### config.mk
export PLATFORM = sky130hd
export DESIGN_NAME = fpu_seq_top
export DESIGN_NICKNAME = d
export VERILOG_FILES = /design/src/rtl/fpu_seq_pkg.sv /design/src/rtl/fpu_seq_top.sv /design/src/rtl/issue_arbiter.sv /design/src/rtl/loop_sequencer.sv /design/src/rtl/seq_cfg_fifo.sv /design/src/rtl/offload_decoder.sv
export SDC_FILE = /design/constraint.sdc
export NUM_CORES = 2
export LEC_CHECK = 0
export BUFFER_PORTS_ARGS = -buffer_cell sky130_fd_sc_hd__buf_2
export CORE_MARGIN = 4
export CORE_UTILIZATION = 30
export CTS_BUF_LIST = sky130_fd_sc_hd__clkbuf_4 sky130_fd_sc_hd__clkbuf_8
export DETAILED_ROUTE_END_ITERATION = 10
export PLACE_DENSITY_LB_ADDON = 0.08
export SYNTH_ARGS = -nofsm -noshare
export SYNTH_HDL_FRONTEND = slang
export SYNTH_HIERARCHICAL = 1
export SYNTH_SLANG_ARGS = --single-unit
### constraint.sdc
create_clock -name clk_i -period 8.1 [get_ports clk_i]
set_input_delay 0.81 -clock clk_i [delete_from_list [all_inputs] [get_ports clk_i]]
set_output_delay 0.81 -clock clk_i [all_outputs]
set_load 0.1 [all_outputs]
### src/rtl/fpu_seq_pkg.sv
// Widths, opcode constants and request types of the FPU offload sequencer
// Also holds the instruction class enum and the loop configuration struct

package fpu_seq_pkg;

  // Payload widths
  localparam int unsigned InstrWidth       = 32;
  localparam int unsigned OperandWidth     = 64;
  localparam int unsigned AddrWidth        = 32;
  localparam int unsigned QidWidth         = 5;
  localparam int unsigned RptWidth         = 16;
  localparam int unsigned MaxInstWidth     = 4;
  localparam int unsigned StaggerWidth     = 3;
  localparam int unsigned StaggerMaskWidth = 4;

  typedef logic [InstrWidth-1:0]       instr_t;
  typedef logic [OperandWidth-1:0]     operand_t;
  typedef logic [AddrWidth-1:0]        addr_t;
  typedef logic [QidWidth-1:0]         qid_t;
  typedef logic [RptWidth-1:0]         rpt_t;
  typedef logic [MaxInstWidth-1:0]     inst_cnt_t;
  typedef logic [StaggerWidth-1:0]     stagger_t;
  typedef logic [StaggerMaskWidth-1:0] stagger_mask_t;

  // Frep sits on custom-0 and op bit 7 selects the outer variant
  localparam logic [6:0] OpcodeFrep   = 7'b0001011;
  localparam logic [6:0] OpcodeOpFp   = 7'b1010011;
  localparam logic [6:0] OpcodeSystem = 7'b1110011;

  // OP-FP funct5 values that cross between integer and FP register files
  localparam int unsigned NumSyncFunct5 = 5;
  localparam logic [NumSyncFunct5-1:0][4:0] Funct5Sync = {
    5'b10100,  // feq, flt, fle
    5'b11100,  // fclass and fmv.x
    5'b11000,  // fcvt to integer
    5'b11110,  // fmv from integer
    5'b11010   // fcvt from integer
  };

  typedef enum logic [1:0] {
    ClassFrep,
    ClassDirect,
    ClassSeq
  } instr_class_e;

  typedef struct packed {
    instr_t   op;
    qid_t     qid;
    operand_t arga;
    operand_t argb;
    addr_t    argc;
  } offload_req_t;

  typedef struct packed {
    offload_req_t req;
    logic         repd;
  } issue_req_t;

  typedef struct packed {
    logic          is_outer;
    inst_cnt_t     max_inst;
    rpt_t          max_rpt;
    stagger_t      stagger_max;
    stagger_mask_t stagger_mask;  // rd, rs1, rs2, rs3 from bit 0 up
  } loop_cfg_t;

endpackage
### src/rtl/fpu_seq_top.sv
// FPU offload sequencer top level
// Decoder, loop sequencer and issue arbiter

`timescale 1ns/1ps

module fpu_seq_top #(
  parameter int unsigned Depth = 16
) (
  input  logic                      clk_i,
  input  logic                      rst_i,
  input  fpu_seq_pkg::offload_req_t req_i,
  input  logic                      req_valid_i,
  output logic                      req_ready_o,
  output fpu_seq_pkg::issue_req_t   issue_o,
  output logic                      issue_valid_o,
  input  logic                      issue_ready_i
);
  import fpu_seq_pkg::*;

  loop_cfg_t cfg;
  logic      cfg_valid, cfg_ready;
  logic      body_valid, body_ready;
  logic      direct_valid, direct_ready;
  instr_t    seq_op;
  addr_t     seq_argc;
  logic      seq_repd, seq_valid, seq_ready;
  logic      buf_busy;

  offload_decoder i_decoder (
    .req_i         (req_i),
    .req_valid_i   (req_valid_i),
    .req_ready_o   (req_ready_o),
    .cfg_o         (cfg),
    .cfg_valid_o   (cfg_valid),
    .cfg_ready_i   (cfg_ready),
    .body_valid_o  (body_valid),
    .body_ready_i  (body_ready),
    .direct_valid_o(direct_valid),
    .direct_ready_i(direct_ready)
  );

  loop_sequencer #(
    .Depth(Depth)
  ) i_sequencer (
    .clk_i       (clk_i),
    .rst_i       (rst_i),
    .cfg_i       (cfg),
    .cfg_valid_i (cfg_valid),
    .cfg_ready_o (cfg_ready),
    .body_op_i   (req_i.op),
    .body_argc_i (req_i.argc),
    .body_valid_i(body_valid),
    .body_ready_o(body_ready),
    .seq_op_o    (seq_op),
    .seq_argc_o  (seq_argc),
    .seq_repd_o  (seq_repd),
    .seq_valid_o (seq_valid),
    .seq_ready_i (seq_ready),
    .buf_busy_o  (buf_busy)
  );

  issue_arbiter i_arbiter (
    .req_i         (req_i),
    .direct_valid_i(direct_valid),
    .direct_ready_o(direct_ready),
    .seq_op_i      (seq_op),
    .seq_argc_i    (seq_argc),
    .seq_repd_i    (seq_repd),
    .seq_valid_i   (seq_valid),
    .seq_ready_o   (seq_ready),
    .buf_busy_i    (buf_busy),
    .issue_o       (issue_o),
    .issue_valid_o (issue_valid_o),
    .issue_ready_i (issue_ready_i)
  );

endmodule

### src/rtl/issue_arbiter.sv
// Issue arbiter
// Picks sequenced or direct instructions and keeps program order

`timescale 1ns/1ps

module issue_arbiter (
  input  fpu_seq_pkg::offload_req_t req_i,
  input  logic                      direct_valid_i,
  output logic                      direct_ready_o,
  input  fpu_seq_pkg::instr_t       seq_op_i,
  input  fpu_seq_pkg::addr_t        seq_argc_i,
  input  logic                      seq_repd_i,
  input  logic                      seq_valid_i,
  output logic                      seq_ready_o,
  input  logic                      buf_busy_i,
  output fpu_seq_pkg::issue_req_t   issue_o,
  output logic                      issue_valid_o,
  input  logic                      issue_ready_i
);
  import fpu_seq_pkg::*;

  offload_req_t seq_req;

  // Buffered instructions carry no operands and no destination tag
  always_comb begin
    seq_req      = '0;
    seq_req.op   = seq_op_i;
    seq_req.argc = seq_argc_i;
  end

  // Direct requests wait until the buffer has drained
  always_comb begin
    if (buf_busy_i) begin
      issue_o.req    = seq_req;
      issue_o.repd   = seq_repd_i;
      issue_valid_o  = seq_valid_i;
      seq_ready_o    = issue_ready_i;
      direct_ready_o = 1'b0;
    end else begin
      issue_o.req    = req_i;
      issue_o.repd   = 1'b0;
      issue_valid_o  = direct_valid_i;
      seq_ready_o    = 1'b0;
      direct_ready_o = issue_ready_i;
    end
  end

endmodule

### src/rtl/loop_sequencer.sv
// Loop sequencer with ring buffer, config FIFO and loop counters
// Replays buffered FP instructions as inner or outer loops with register staggering

`timescale 1ns/1ps

module loop_sequencer #(
  parameter int unsigned Depth = 16
) (
  input  logic                   clk_i,
  input  logic                   rst_i,
  input  fpu_seq_pkg::loop_cfg_t cfg_i,
  input  logic                   cfg_valid_i,
  output logic                   cfg_ready_o,
  input  fpu_seq_pkg::instr_t    body_op_i,
  input  fpu_seq_pkg::addr_t     body_argc_i,
  input  logic                   body_valid_i,
  output logic                   body_ready_o,
  output fpu_seq_pkg::instr_t    seq_op_o,
  output fpu_seq_pkg::addr_t     seq_argc_o,
  output logic                   seq_repd_o,
  output logic                   seq_valid_o,
  input  logic                   seq_ready_i,
  output logic                   buf_busy_o
);
  import fpu_seq_pkg::*;

  // Depth is a power of two so the pointers wrap on their own
  localparam int unsigned IdxWidth = $clog2(Depth);
  localparam int unsigned PtrWidth = IdxWidth + 1;

  typedef logic [PtrWidth-1:0] ptr_t;

  typedef struct packed {
    instr_t op;
    addr_t  argc;
  } body_entry_t;

  typedef struct packed {
    loop_cfg_t cfg;
    ptr_t      base;
  } cfg_entry_t;

  body_entry_t mem_q [Depth];
  body_entry_t rd_entry;
  ptr_t        wr_ptr_q, base_ptr_q, rd_ptr;
  logic        buf_full, rd_empty, body_push;

  cfg_entry_t fifo_in, fifo_out;
  logic       fifo_full, fifo_empty, fifo_pop;
  logic       cfg_active;
  loop_cfg_t  curr_cfg;

  inst_cnt_t inst_cnt_q, inst_cnt_d;
  rpt_t      rpt_cnt_q, rpt_cnt_d;
  stagger_t  stg_cnt_q, stg_cnt_d, stg_step;
  logic      inst_last, rpt_last, seq_fire, loop_end;

  // Ring buffer, one extra pointer bit separates full from empty
  assign body_push    = body_valid_i & body_ready_o;
  assign body_ready_o = ~buf_full;
  assign buf_full     = (wr_ptr_q ^ base_ptr_q) == ptr_t'(Depth);
  assign buf_busy_o   = wr_ptr_q != base_ptr_q;
  assign rd_ptr       = base_ptr_q + ptr_t'(inst_cnt_q);
  assign rd_empty     = rd_ptr == wr_ptr_q;
  assign rd_entry     = mem_q[rd_ptr[IdxWidth-1:0]];

  always_ff @(posedge clk_i) begin
    if (body_push) begin
      mem_q[wr_ptr_q[IdxWidth-1:0]] <= '{op: body_op_i, argc: body_argc_i};
    end
  end

  // A new config is tagged with the slot where its body will start
  assign fifo_in.cfg  = cfg_i;
  assign fifo_in.base = wr_ptr_q;
  assign cfg_ready_o  = ~fifo_full;

  seq_cfg_fifo #(
    .Depth(Depth)
  ) i_cfg_fifo (
    .clk_i  (clk_i),
    .rst_i  (rst_i),
    .data_i (fifo_in),
    .push_i (cfg_valid_i & cfg_ready_o),
    .full_o (fifo_full),
    .data_o (fifo_out),
    .empty_o(fifo_empty),
    .pop_i  (fifo_pop)
  );

  // Without a matching config each instruction issues once
  assign cfg_active = ~fifo_empty & (fifo_out.base == base_ptr_q);

  always_comb begin
    curr_cfg = fifo_out.cfg;
    if (!cfg_active) begin
      curr_cfg.max_inst = '0;
      curr_cfg.max_rpt  = '0;
    end
  end

  assign seq_valid_o = ~rd_empty;
  assign seq_fire    = seq_valid_o & seq_ready_i;
  assign inst_last   = inst_cnt_q == curr_cfg.max_inst;
  assign rpt_last    = rpt_cnt_q == curr_cfg.max_rpt;
  assign loop_end    = seq_fire & inst_last & rpt_last;
  assign fifo_pop    = loop_end & cfg_active;
  assign stg_step    = (stg_cnt_q == curr_cfg.stagger_max) ? '0 : stg_cnt_q + stagger_t'(1);

  always_comb begin
    inst_cnt_d = inst_cnt_q;
    rpt_cnt_d  = rpt_cnt_q;
    stg_cnt_d  = stg_cnt_q;
    if (seq_fire) begin
      if (curr_cfg.is_outer) begin
        // Walk the body, then start the next repeat
        if (inst_last) begin
          inst_cnt_d = '0;
          rpt_cnt_d  = rpt_last ? '0 : rpt_cnt_q + rpt_t'(1);
          stg_cnt_d  = rpt_last ? '0 : stg_step;
        end else begin
          inst_cnt_d = inst_cnt_q + inst_cnt_t'(1);
        end
      end else begin
        // Repeat each instruction before moving to the next
        if (rpt_last) begin
          rpt_cnt_d  = '0;
          inst_cnt_d = inst_last ? '0 : inst_cnt_q + inst_cnt_t'(1);
          stg_cnt_d  = inst_last ? '0 : stg_step;
        end else begin
          rpt_cnt_d = rpt_cnt_q + rpt_t'(1);
          stg_cnt_d = stg_step;
        end
      end
    end
  end

  always_ff @(posedge clk_i) begin
    if (rst_i) begin
      wr_ptr_q   <= '0;
      base_ptr_q <= '0;
      inst_cnt_q <= '0;
      rpt_cnt_q  <= '0;
      stg_cnt_q  <= '0;
    end else begin
      if (body_push) wr_ptr_q <= wr_ptr_q + ptr_t'(1);
      // Retire the whole body once its last copy has gone out
      if (loop_end) base_ptr_q <= base_ptr_q + ptr_t'(curr_cfg.max_inst) + ptr_t'(1);
      inst_cnt_q <= inst_cnt_d;
      rpt_cnt_q  <= rpt_cnt_d;
      stg_cnt_q  <= stg_cnt_d;
    end
  end

  // Register staggering, fields wrap modulo 32
  always_comb begin
    seq_op_o = rd_entry.op;
    if (curr_cfg.stagger_mask[0]) seq_op_o[11:7] = rd_entry.op[11:7] + 5'(stg_cnt_q);
    if (curr_cfg.stagger_mask[1]) seq_op_o[19:15] = rd_entry.op[19:15] + 5'(stg_cnt_q);
    if (curr_cfg.stagger_mask[2]) seq_op_o[24:20] = rd_entry.op[24:20] + 5'(stg_cnt_q);
    if (curr_cfg.stagger_mask[3]) seq_op_o[31:27] = rd_entry.op[31:27] + 5'(stg_cnt_q);
  end

  assign seq_argc_o = rd_entry.argc;
  assign seq_repd_o = rpt_cnt_q != '0;

endmodule

### src/rtl/seq_cfg_fifo.sv
// Register FIFO for pending loop configurations
// Each entry holds a loop_cfg_t together with its ring buffer base pointer

`timescale 1ns/1ps

module seq_cfg_fifo #(
  parameter int unsigned Depth = 16,
  localparam int unsigned PtrWidth = $clog2(Depth) + 1,
  localparam int unsigned DataWidth = $bits(fpu_seq_pkg::loop_cfg_t) + PtrWidth
) (
  input  logic                 clk_i,
  input  logic                 rst_i,
  input  logic [DataWidth-1:0] data_i,
  input  logic                 push_i,
  output logic                 full_o,
  output logic [DataWidth-1:0] data_o,
  output logic                 empty_o,
  input  logic                 pop_i
);

  localparam int unsigned IdxWidth = $clog2(Depth);

  logic [DataWidth-1:0] mem_q [Depth];
  logic [IdxWidth-1:0]  wr_idx_q, rd_idx_q;
  logic [IdxWidth-1:0]  wr_idx_next;
  logic                 full_q;
  logic                 do_push, do_pop;

  assign do_push     = push_i & ~full_q;
  assign do_pop      = pop_i & ~empty_o;
  assign wr_idx_next = wr_idx_q + IdxWidth'(1);
  assign empty_o     = (wr_idx_q == rd_idx_q) & ~full_q;
  assign full_o      = full_q;
  assign data_o      = mem_q[rd_idx_q];

  always_ff @(posedge clk_i) begin
    if (do_push) begin
      mem_q[wr_idx_q] <= data_i;
    end
  end

  // Equal indices mean full or empty, the flag tells them apart
  always_ff @(posedge clk_i) begin
    if (rst_i) begin
      wr_idx_q <= '0;
      rd_idx_q <= '0;
      full_q   <= 1'b0;
    end else begin
      if (do_push) wr_idx_q <= wr_idx_next;
      if (do_pop) rd_idx_q <= rd_idx_q + IdxWidth'(1);
      if (do_push && !do_pop) begin
        full_q <= wr_idx_next == rd_idx_q;
      end else if (do_pop && !do_push) begin
        full_q <= 1'b0;
      end
    end
  end

endmodule

### src/rtl/offload_decoder.sv
// Offload decoder
// Sorts requests into frep, direct and sequenced classes and routes the handshake

`timescale 1ns/1ps

module offload_decoder (
  input  fpu_seq_pkg::offload_req_t req_i,
  input  logic                      req_valid_i,
  output logic                      req_ready_o,
  output fpu_seq_pkg::loop_cfg_t    cfg_o,
  output logic                      cfg_valid_o,
  input  logic                      cfg_ready_i,
  output logic                      body_valid_o,
  input  logic                      body_ready_i,
  output logic                      direct_valid_o,
  input  logic                      direct_ready_i
);
  import fpu_seq_pkg::*;

  instr_class_e instr_class;
  logic         is_sync_fp;

  // OP-FP operations that must synchronize with the integer pipeline
  always_comb begin
    is_sync_fp = 1'b0;
    for (int i = 0; i < NumSyncFunct5; i++) begin
      if (req_i.op[31:27] == Funct5Sync[i]) begin
        is_sync_fp = 1'b1;
      end
    end
  end

  always_comb begin
    case (req_i.op[6:0])
      OpcodeFrep:   instr_class = ClassFrep;
      OpcodeSystem: instr_class = ClassDirect;
      OpcodeOpFp:   instr_class = is_sync_fp ? ClassDirect : ClassSeq;
      default:      instr_class = ClassSeq;
    endcase
  end

  // Loop configuration fields of the frep header
  assign cfg_o.is_outer     = req_i.op[7];
  assign cfg_o.stagger_mask = req_i.op[11:8];
  assign cfg_o.stagger_max  = req_i.op[14:12];
  assign cfg_o.max_inst     = req_i.op[20 +: MaxInstWidth];
  assign cfg_o.max_rpt      = req_i.arga[RptWidth-1:0];

  // Only the selected branch sees valid and drives ready back
  always_comb begin
    cfg_valid_o    = 1'b0;
    body_valid_o   = 1'b0;
    direct_valid_o = 1'b0;
    req_ready_o    = 1'b0;
    case (instr_class)
      ClassFrep: begin
        cfg_valid_o = req_valid_i;
        req_ready_o = cfg_ready_i;
      end
      ClassDirect: begin
        direct_valid_o = req_valid_i;
        req_ready_o    = direct_ready_i;
      end
      default: begin
        body_valid_o = req_valid_i;
        req_ready_o  = body_ready_i;
      end
    endcase
  end

endmodule

Yosys cells after proc, flatten, opt, wreduce, memory -nomap -nowiden. Memory sizes are Yosys's and may differ from the RTL's. A register that Yosys moved wholly into a read port is not among the register bits. Cells that the tools add are included.

Bits in registers: 42. Latch bits: 0. Bits in writable memories: 1552. Bits in read-only memories: 0. Input bits: 201. Output and inout bits: 200. Memories kept: 2.

Memory list: i_sequencer.mem_q (words 16, bits a word 64, rd ports 1, clocked after memory_dff 0, write ports 1, RTL line loop_sequencer.sv:43) `body_entry_t mem_q [Depth];`; i_sequencer.i_cfg_fifo.mem_q (words 16, bits a word 33, rd ports 1, clocked after memory_dff 1, write ports 1, RTL line seq_cfg_fifo.sv:23) `logic [DataWidth-1:0] mem_q [Depth];`.

Add/subtract/negate cells: 13. Multipliers: 0. Div/mod/pow operators: 0. Order comparisons: 0. Equal/unequal tests: 19. Shift operators: 0. Mux-type cells: 40. Bitwise operators: 15. Reduce and logical (&&, ||, !) cells: 11.

Operators by type and width (number): $mux W198 (1); $mux W16 (3); $eq A5 B5 Y1 const B (6); $add A5 B3 Y5 (4); $mux W20 (1); $mux W4 (5); $mux W5 (4); $mux W3 (6); $mux W1 (17); $add A16 B1 Y16 const B (1); $eq A16 B16 Y1 (1); $reduce_bool A16 Y1 (1); $eq A7 B7 Y1 const B (2); $add A4 B1 Y4 const B (3); $eq A4 B4 Y1 (3); $add A5 B1 Y5 const B (2); $add A5 B4 Y5 (2); $and A1 B1 Y1 (10); $eq A5 B5 Y1 (2); $eq A7 B4 Y1 const B (1); $pmux W2 S3 (1); $ne A5 B5 Y1 (1); $xor A5 B5 Y5 (1); $not A1 Y1 (4); other kinds (12) (16).

Depth between registers and ports, before layout.
Word-level depth: 16. Mapped depth: 20. Mapped depth without buffers: 15.

By module. The synthesis kept the hierarchy.

By module, submodules not included: loop_sequencer (times used 1, cells each 1850, area an instance 41707.5 um^2, seq. area each 31410.1 um^2); seq_cfg_fifo (times used 1, cells each 910, area an instance 20510.9 um^2, seq. area each 16115.5 um^2); issue_arbiter (times used 1, cells each 223, area an instance 1732.9 um^2, seq. area each 0.0 um^2); offload_decoder (times used 1, cells each 44, area an instance 340.3 um^2, seq. area each 0.0 um^2).

Worst setup path after synthesis. No wires, ideal clock.

Path kind: input-to-reg. Start point: input port req_i[196] (netlist name). End point: memory i_sequencer/mem_q[3][0] (netlist name) (enable). Arrival: 6260 ps. Path slack: 1275 ps. Stages: 8. Cells stage by stage: nor2b_1 -> a2bb2oi_1 -> and2_1 -> nor3b_1 -> and2_1 -> clkbuf_1 -> nand2_1 -> nor3_1.

Longest elaborated chain between the ends: 14. Elaborated cells between the ends (all ways): 19.

RTL lines: start, declared (RTL line fpu_seq_top.sv:11) `input fpu_seq_pkg::offload_req_t req_i,`; $eq A5 B5 Y1 (RTL line offload_decoder.sv:27) `if (req_i.op[31:27] == Funct5Sync[i]) begin`; $mux W1 (4 in a row) (RTL line offload_decoder.sv:27); $mux W1 (*) (RTL line offload_decoder.sv:27); $mux W2 (*) (RTL line offload_decoder.sv:37) `OpcodeOpFp: instr_class = is_sync_fp ? ClassDirect : ClassSeq;`; $pmux W2 S3 (*) (RTL line offload_decoder.sv:34) `case (req_i.op[6:0])`; $eq A2 B1 Y1 / $logic_not A2 Y1 (equally long branches) (RTL line offload_decoder.sv:55) `case (instr_class)`; $reduce_or A2 Y1 (no source line) (*); $mux W1 (*) (RTL line offload_decoder.sv:55); via body_valid (RTL line fpu_seq_top.sv:22) `logic body_valid, body_ready;`; $and A1 B1 Y1 (*) (RTL line loop_sequencer.sv:59) `assign body_push = body_valid_i & body_ready_o;`; $mux W1 (*) (RTL line loop_sequencer.sv:68) `if (body_push) begin`; $mux W1 (implied by the code) (*) (RTL line loop_sequencer.sv:69) `mem_q[wr_ptr_q[IdxWidth-1:0]] <= '{op: body_op_i, argc: body_argc_i};`; end, declared (RTL line loop_sequencer.sv:43).

The timed path passes the listed nets; every way through them passes the cells marked *.

==> impl_metrics.ini <==
[clock_tree]
cts.sinks = 1598
clock_path_buffers = 4
cts_setup_buffers = 0
htreeDepth = 5
cts_buffers = 299
cts_tree = done
cts_hold_buf = 0
clk_latency_ps = 990
path_clk_slew_ps = 60
root_buffer = clkbuf_8
post_cts_resize_count = 0

[sta]
worstMarginPinSlew_ps = 1140
finalSetupViolCount = 0
hold_viol_final = 0
fmax_ghz = 0.143
slew_viol_final = 0
final.period_utilization = 0.866
period_minus_slack_ps = 7010
fin_worst_skew_ps = 64.8
setup_tns_ps = 0
slew_headroom = 0.240
rsz0062_at_grt = false

[power]
ir_drop_mv = 0.151
pwr_density_cell_nw_per_um2 = 264
leakage_uw = 0.0241
total_power_uw = 19800

[logic_synthesis]
yosysTopAreaCell = edfxtp_1
synth_top_area_frac = 0.725
yosysMostFrequentCell = edfxtp_1
yosysUniqueCellTypes = 66
yosysSeqAreaShare = 0.739
avgSynthCellArea_um2 = 21.2
synth_edf_count = 1552
async_flop_share = 0
yosysWarnings = 6
syn-cell-area_um2 = 64300
yosys-top-cells-area = edfxtp_1, mux4_2, dfxtp_1, nor2b_1, mux2_2
synth.top_cells.by_count = edfxtp_1, mux4_2, nor2b_1, clkbuf_1, mux2_2
synth-seq-cells = 1598
postSynthCellCount = 3027
synth_fp_nets = 3272
synth-main-ff-cell = edfxtp_1

[global_route]
antenna_found_initial = 28
grt_overflow_total = 0
grt_max_degree = 118
grt_use_total = 0.165
grt_pass1_vias = 35400
grt_pass1_wl_um = 262000

[worst_setup_path]
reg2regPathDepth = 18
path_class = register to output port
r2r_end = i_sequencer/i_cfg_fifo/full_o
critPathMaxFanout = 61
r2r_setup_slack_ps = 2320
cp.arrival_ps = 6200
critPathCaptureType = output port
crit_required_ps = 7290
crit_path_start_kind = register

[placed_design]
routabilityCongestion = 0.757
io_buffers = 400
hpwl_um = 97900

[route]
dr_total_vias = 32800
wirelength_um = 186000
drt-wirelength-per-cell_um = 28.0
drc = 0
final_antenna_net_count = 0
vias_per_cell = 4.94
first_iter_violations = 2249
firstDrtPassIters = 5

[floorplan]
start_util = 0.302
core.rowCount = 169
die_y_um = 471
pin_count = 401
dieWidth_um = 471
dieArea_um2 = 222000
core_um2 = 213000

[hold_path]
hp-start = req_i[16]
hold_path.class = input pin to register
holdPathStages = 1
holdPathEnd = i_sequencer/mem_q[12][16]

[finish]
final_nets = 3849
layout-drive-gt1-share = 0.391
area_delta_synth_final_pct = 16.9

[outcome]
status = complete, no violations

[job]
cap_violations = 0
==> per-stage QoR <==
step	area (um2)	util	worst slack (ps)	instances	hold WS (ps)
after floorplan	64300	-	1270	3027	478
after CTS	75200	0.353	887	6625	18.0
final	75200	0.353	1090	6634	176
after global routing	75200	0.353	710	6628	90.0
after detailed placement	69700	0.328	2040	6124	536
after global placement	69700	0.328	1980	6124	531
==> cell usage in the layout (no fill, tap or decap), drive strengths merged, types with 8 or more instances in the layout <==
cell / instances
nor2: 50
nand3: 16
diode: 9
edfxtp: 1552
nor3: 11
clkinv: 100
a22oi: 66
a21o: 8
mux2i: 8
clkinvlp: 8
clkbuf: 388
nand2b: 10
nand2: 64
mux4: 452
buf: 469
dfxtp: 46
ha: 38
inv: 25
xnor2: 34
xor2: 23
o21ai: 26
nand4: 16
nand3b: 22
nor2b: 143
mux2: 75
and2: 24
a21oi: 33
or3: 22
==> worst max path at each step <==
stage | start | endpoint | slack, ps | depth (start not counted)
floorplan | req_i[196] | i_sequencer/mem_q[3][0] | 1270 | 8
global placement | i_sequencer/base_ptr_q[1] | issue_o[184] | 1980 | 12
detailed placement | i_sequencer/base_ptr_q[1] | issue_o[185] | 2040 | 11
CTS | i_sequencer/base_ptr_q[1] | issue_o[185] | 890 | 11
global route | i_sequencer/base_ptr_q[1] | issue_o[184] | 710 | 12
finish | i_sequencer/base_ptr_q[1] | issue_o[184] | 1090 | 12
==> sequential cells by signal, indices dropped and copies added (netlist names), named ones only <==
register / cells
i_sequencer/base_ptr_q: 5
i_sequencer/i_cfg_fifo/full_o: 1
i_sequencer/i_cfg_fifo/mem_q: 528
i_sequencer/i_cfg_fifo/rd_idx_q: 4
i_sequencer/i_cfg_fifo/wr_idx_q: 4
i_sequencer/inst_cnt_q: 4
i_sequencer/mem_q: 1024
i_sequencer/rpt_cnt_q: 16
i_sequencer/stg_cnt_q: 3
i_sequencer/wr_ptr_q: 5
==> logic make-up (layout without fill, tap and decap cells) <==
family,after synthesis,count (layout),share of synthesized area
flip-flops,1598,1598,0.739
other,0,9,0
AND/OR/NAND/NOR,411,411,0.0372
adder cells (fa/ha/maj),44,44,0.00926
buffers and inverters,218,995,0.0165
AO/OA/AOI/OAI,164,164,0.0172
XOR/XNOR,57,57,0.00788
multiplexers,535,535,0.173
==> layer usage <==
layer	GRT usage	up-vias	wire [um]
met5	0	-	41
met4	0.0437	6	3840
met3	0.0341	270	9360
met2	0.277	978	91800
met1	0.217	17800	80500
li1	-	13700	-
==> final cells by class <==
type                            instances  area (um2)
Clock inverter                        113         627
Timing Repair Buffer                  469        2590
Multi-Input combinational cell       1211       15900
Inverter                               25        93.8
Sequential cell                      1598       47500
Fill cell                           20000      138000
Antenna cell                            9        22.5
Clock buffer                          388        4860
Tap cell                             2821        3530
==> report_power, final <==
| part | switching (uW) | leakage [uW] | internal (uW) |
|---|---|---|---|
| Combinational | 2510 | 0.00690 | 809 |
| Sequential | 40.8 | 0.0144 | 9140 |
| Clock | 3290 | 0.00289 | 4040 |
==> critical path, stage by stage, from the launching register on <==
cell and delay, ps:
dfxtp_1 550, inv_1 120, fa_4 1570, buf_4 550
mux4_2 360, mux4_2 530, ha_1 350, a21oi_1 140
nand2_1 80, nand2_1 90, xnor2_1 170, mux2_2 210
buf_2 420
(Power assumes the default switching activity.)
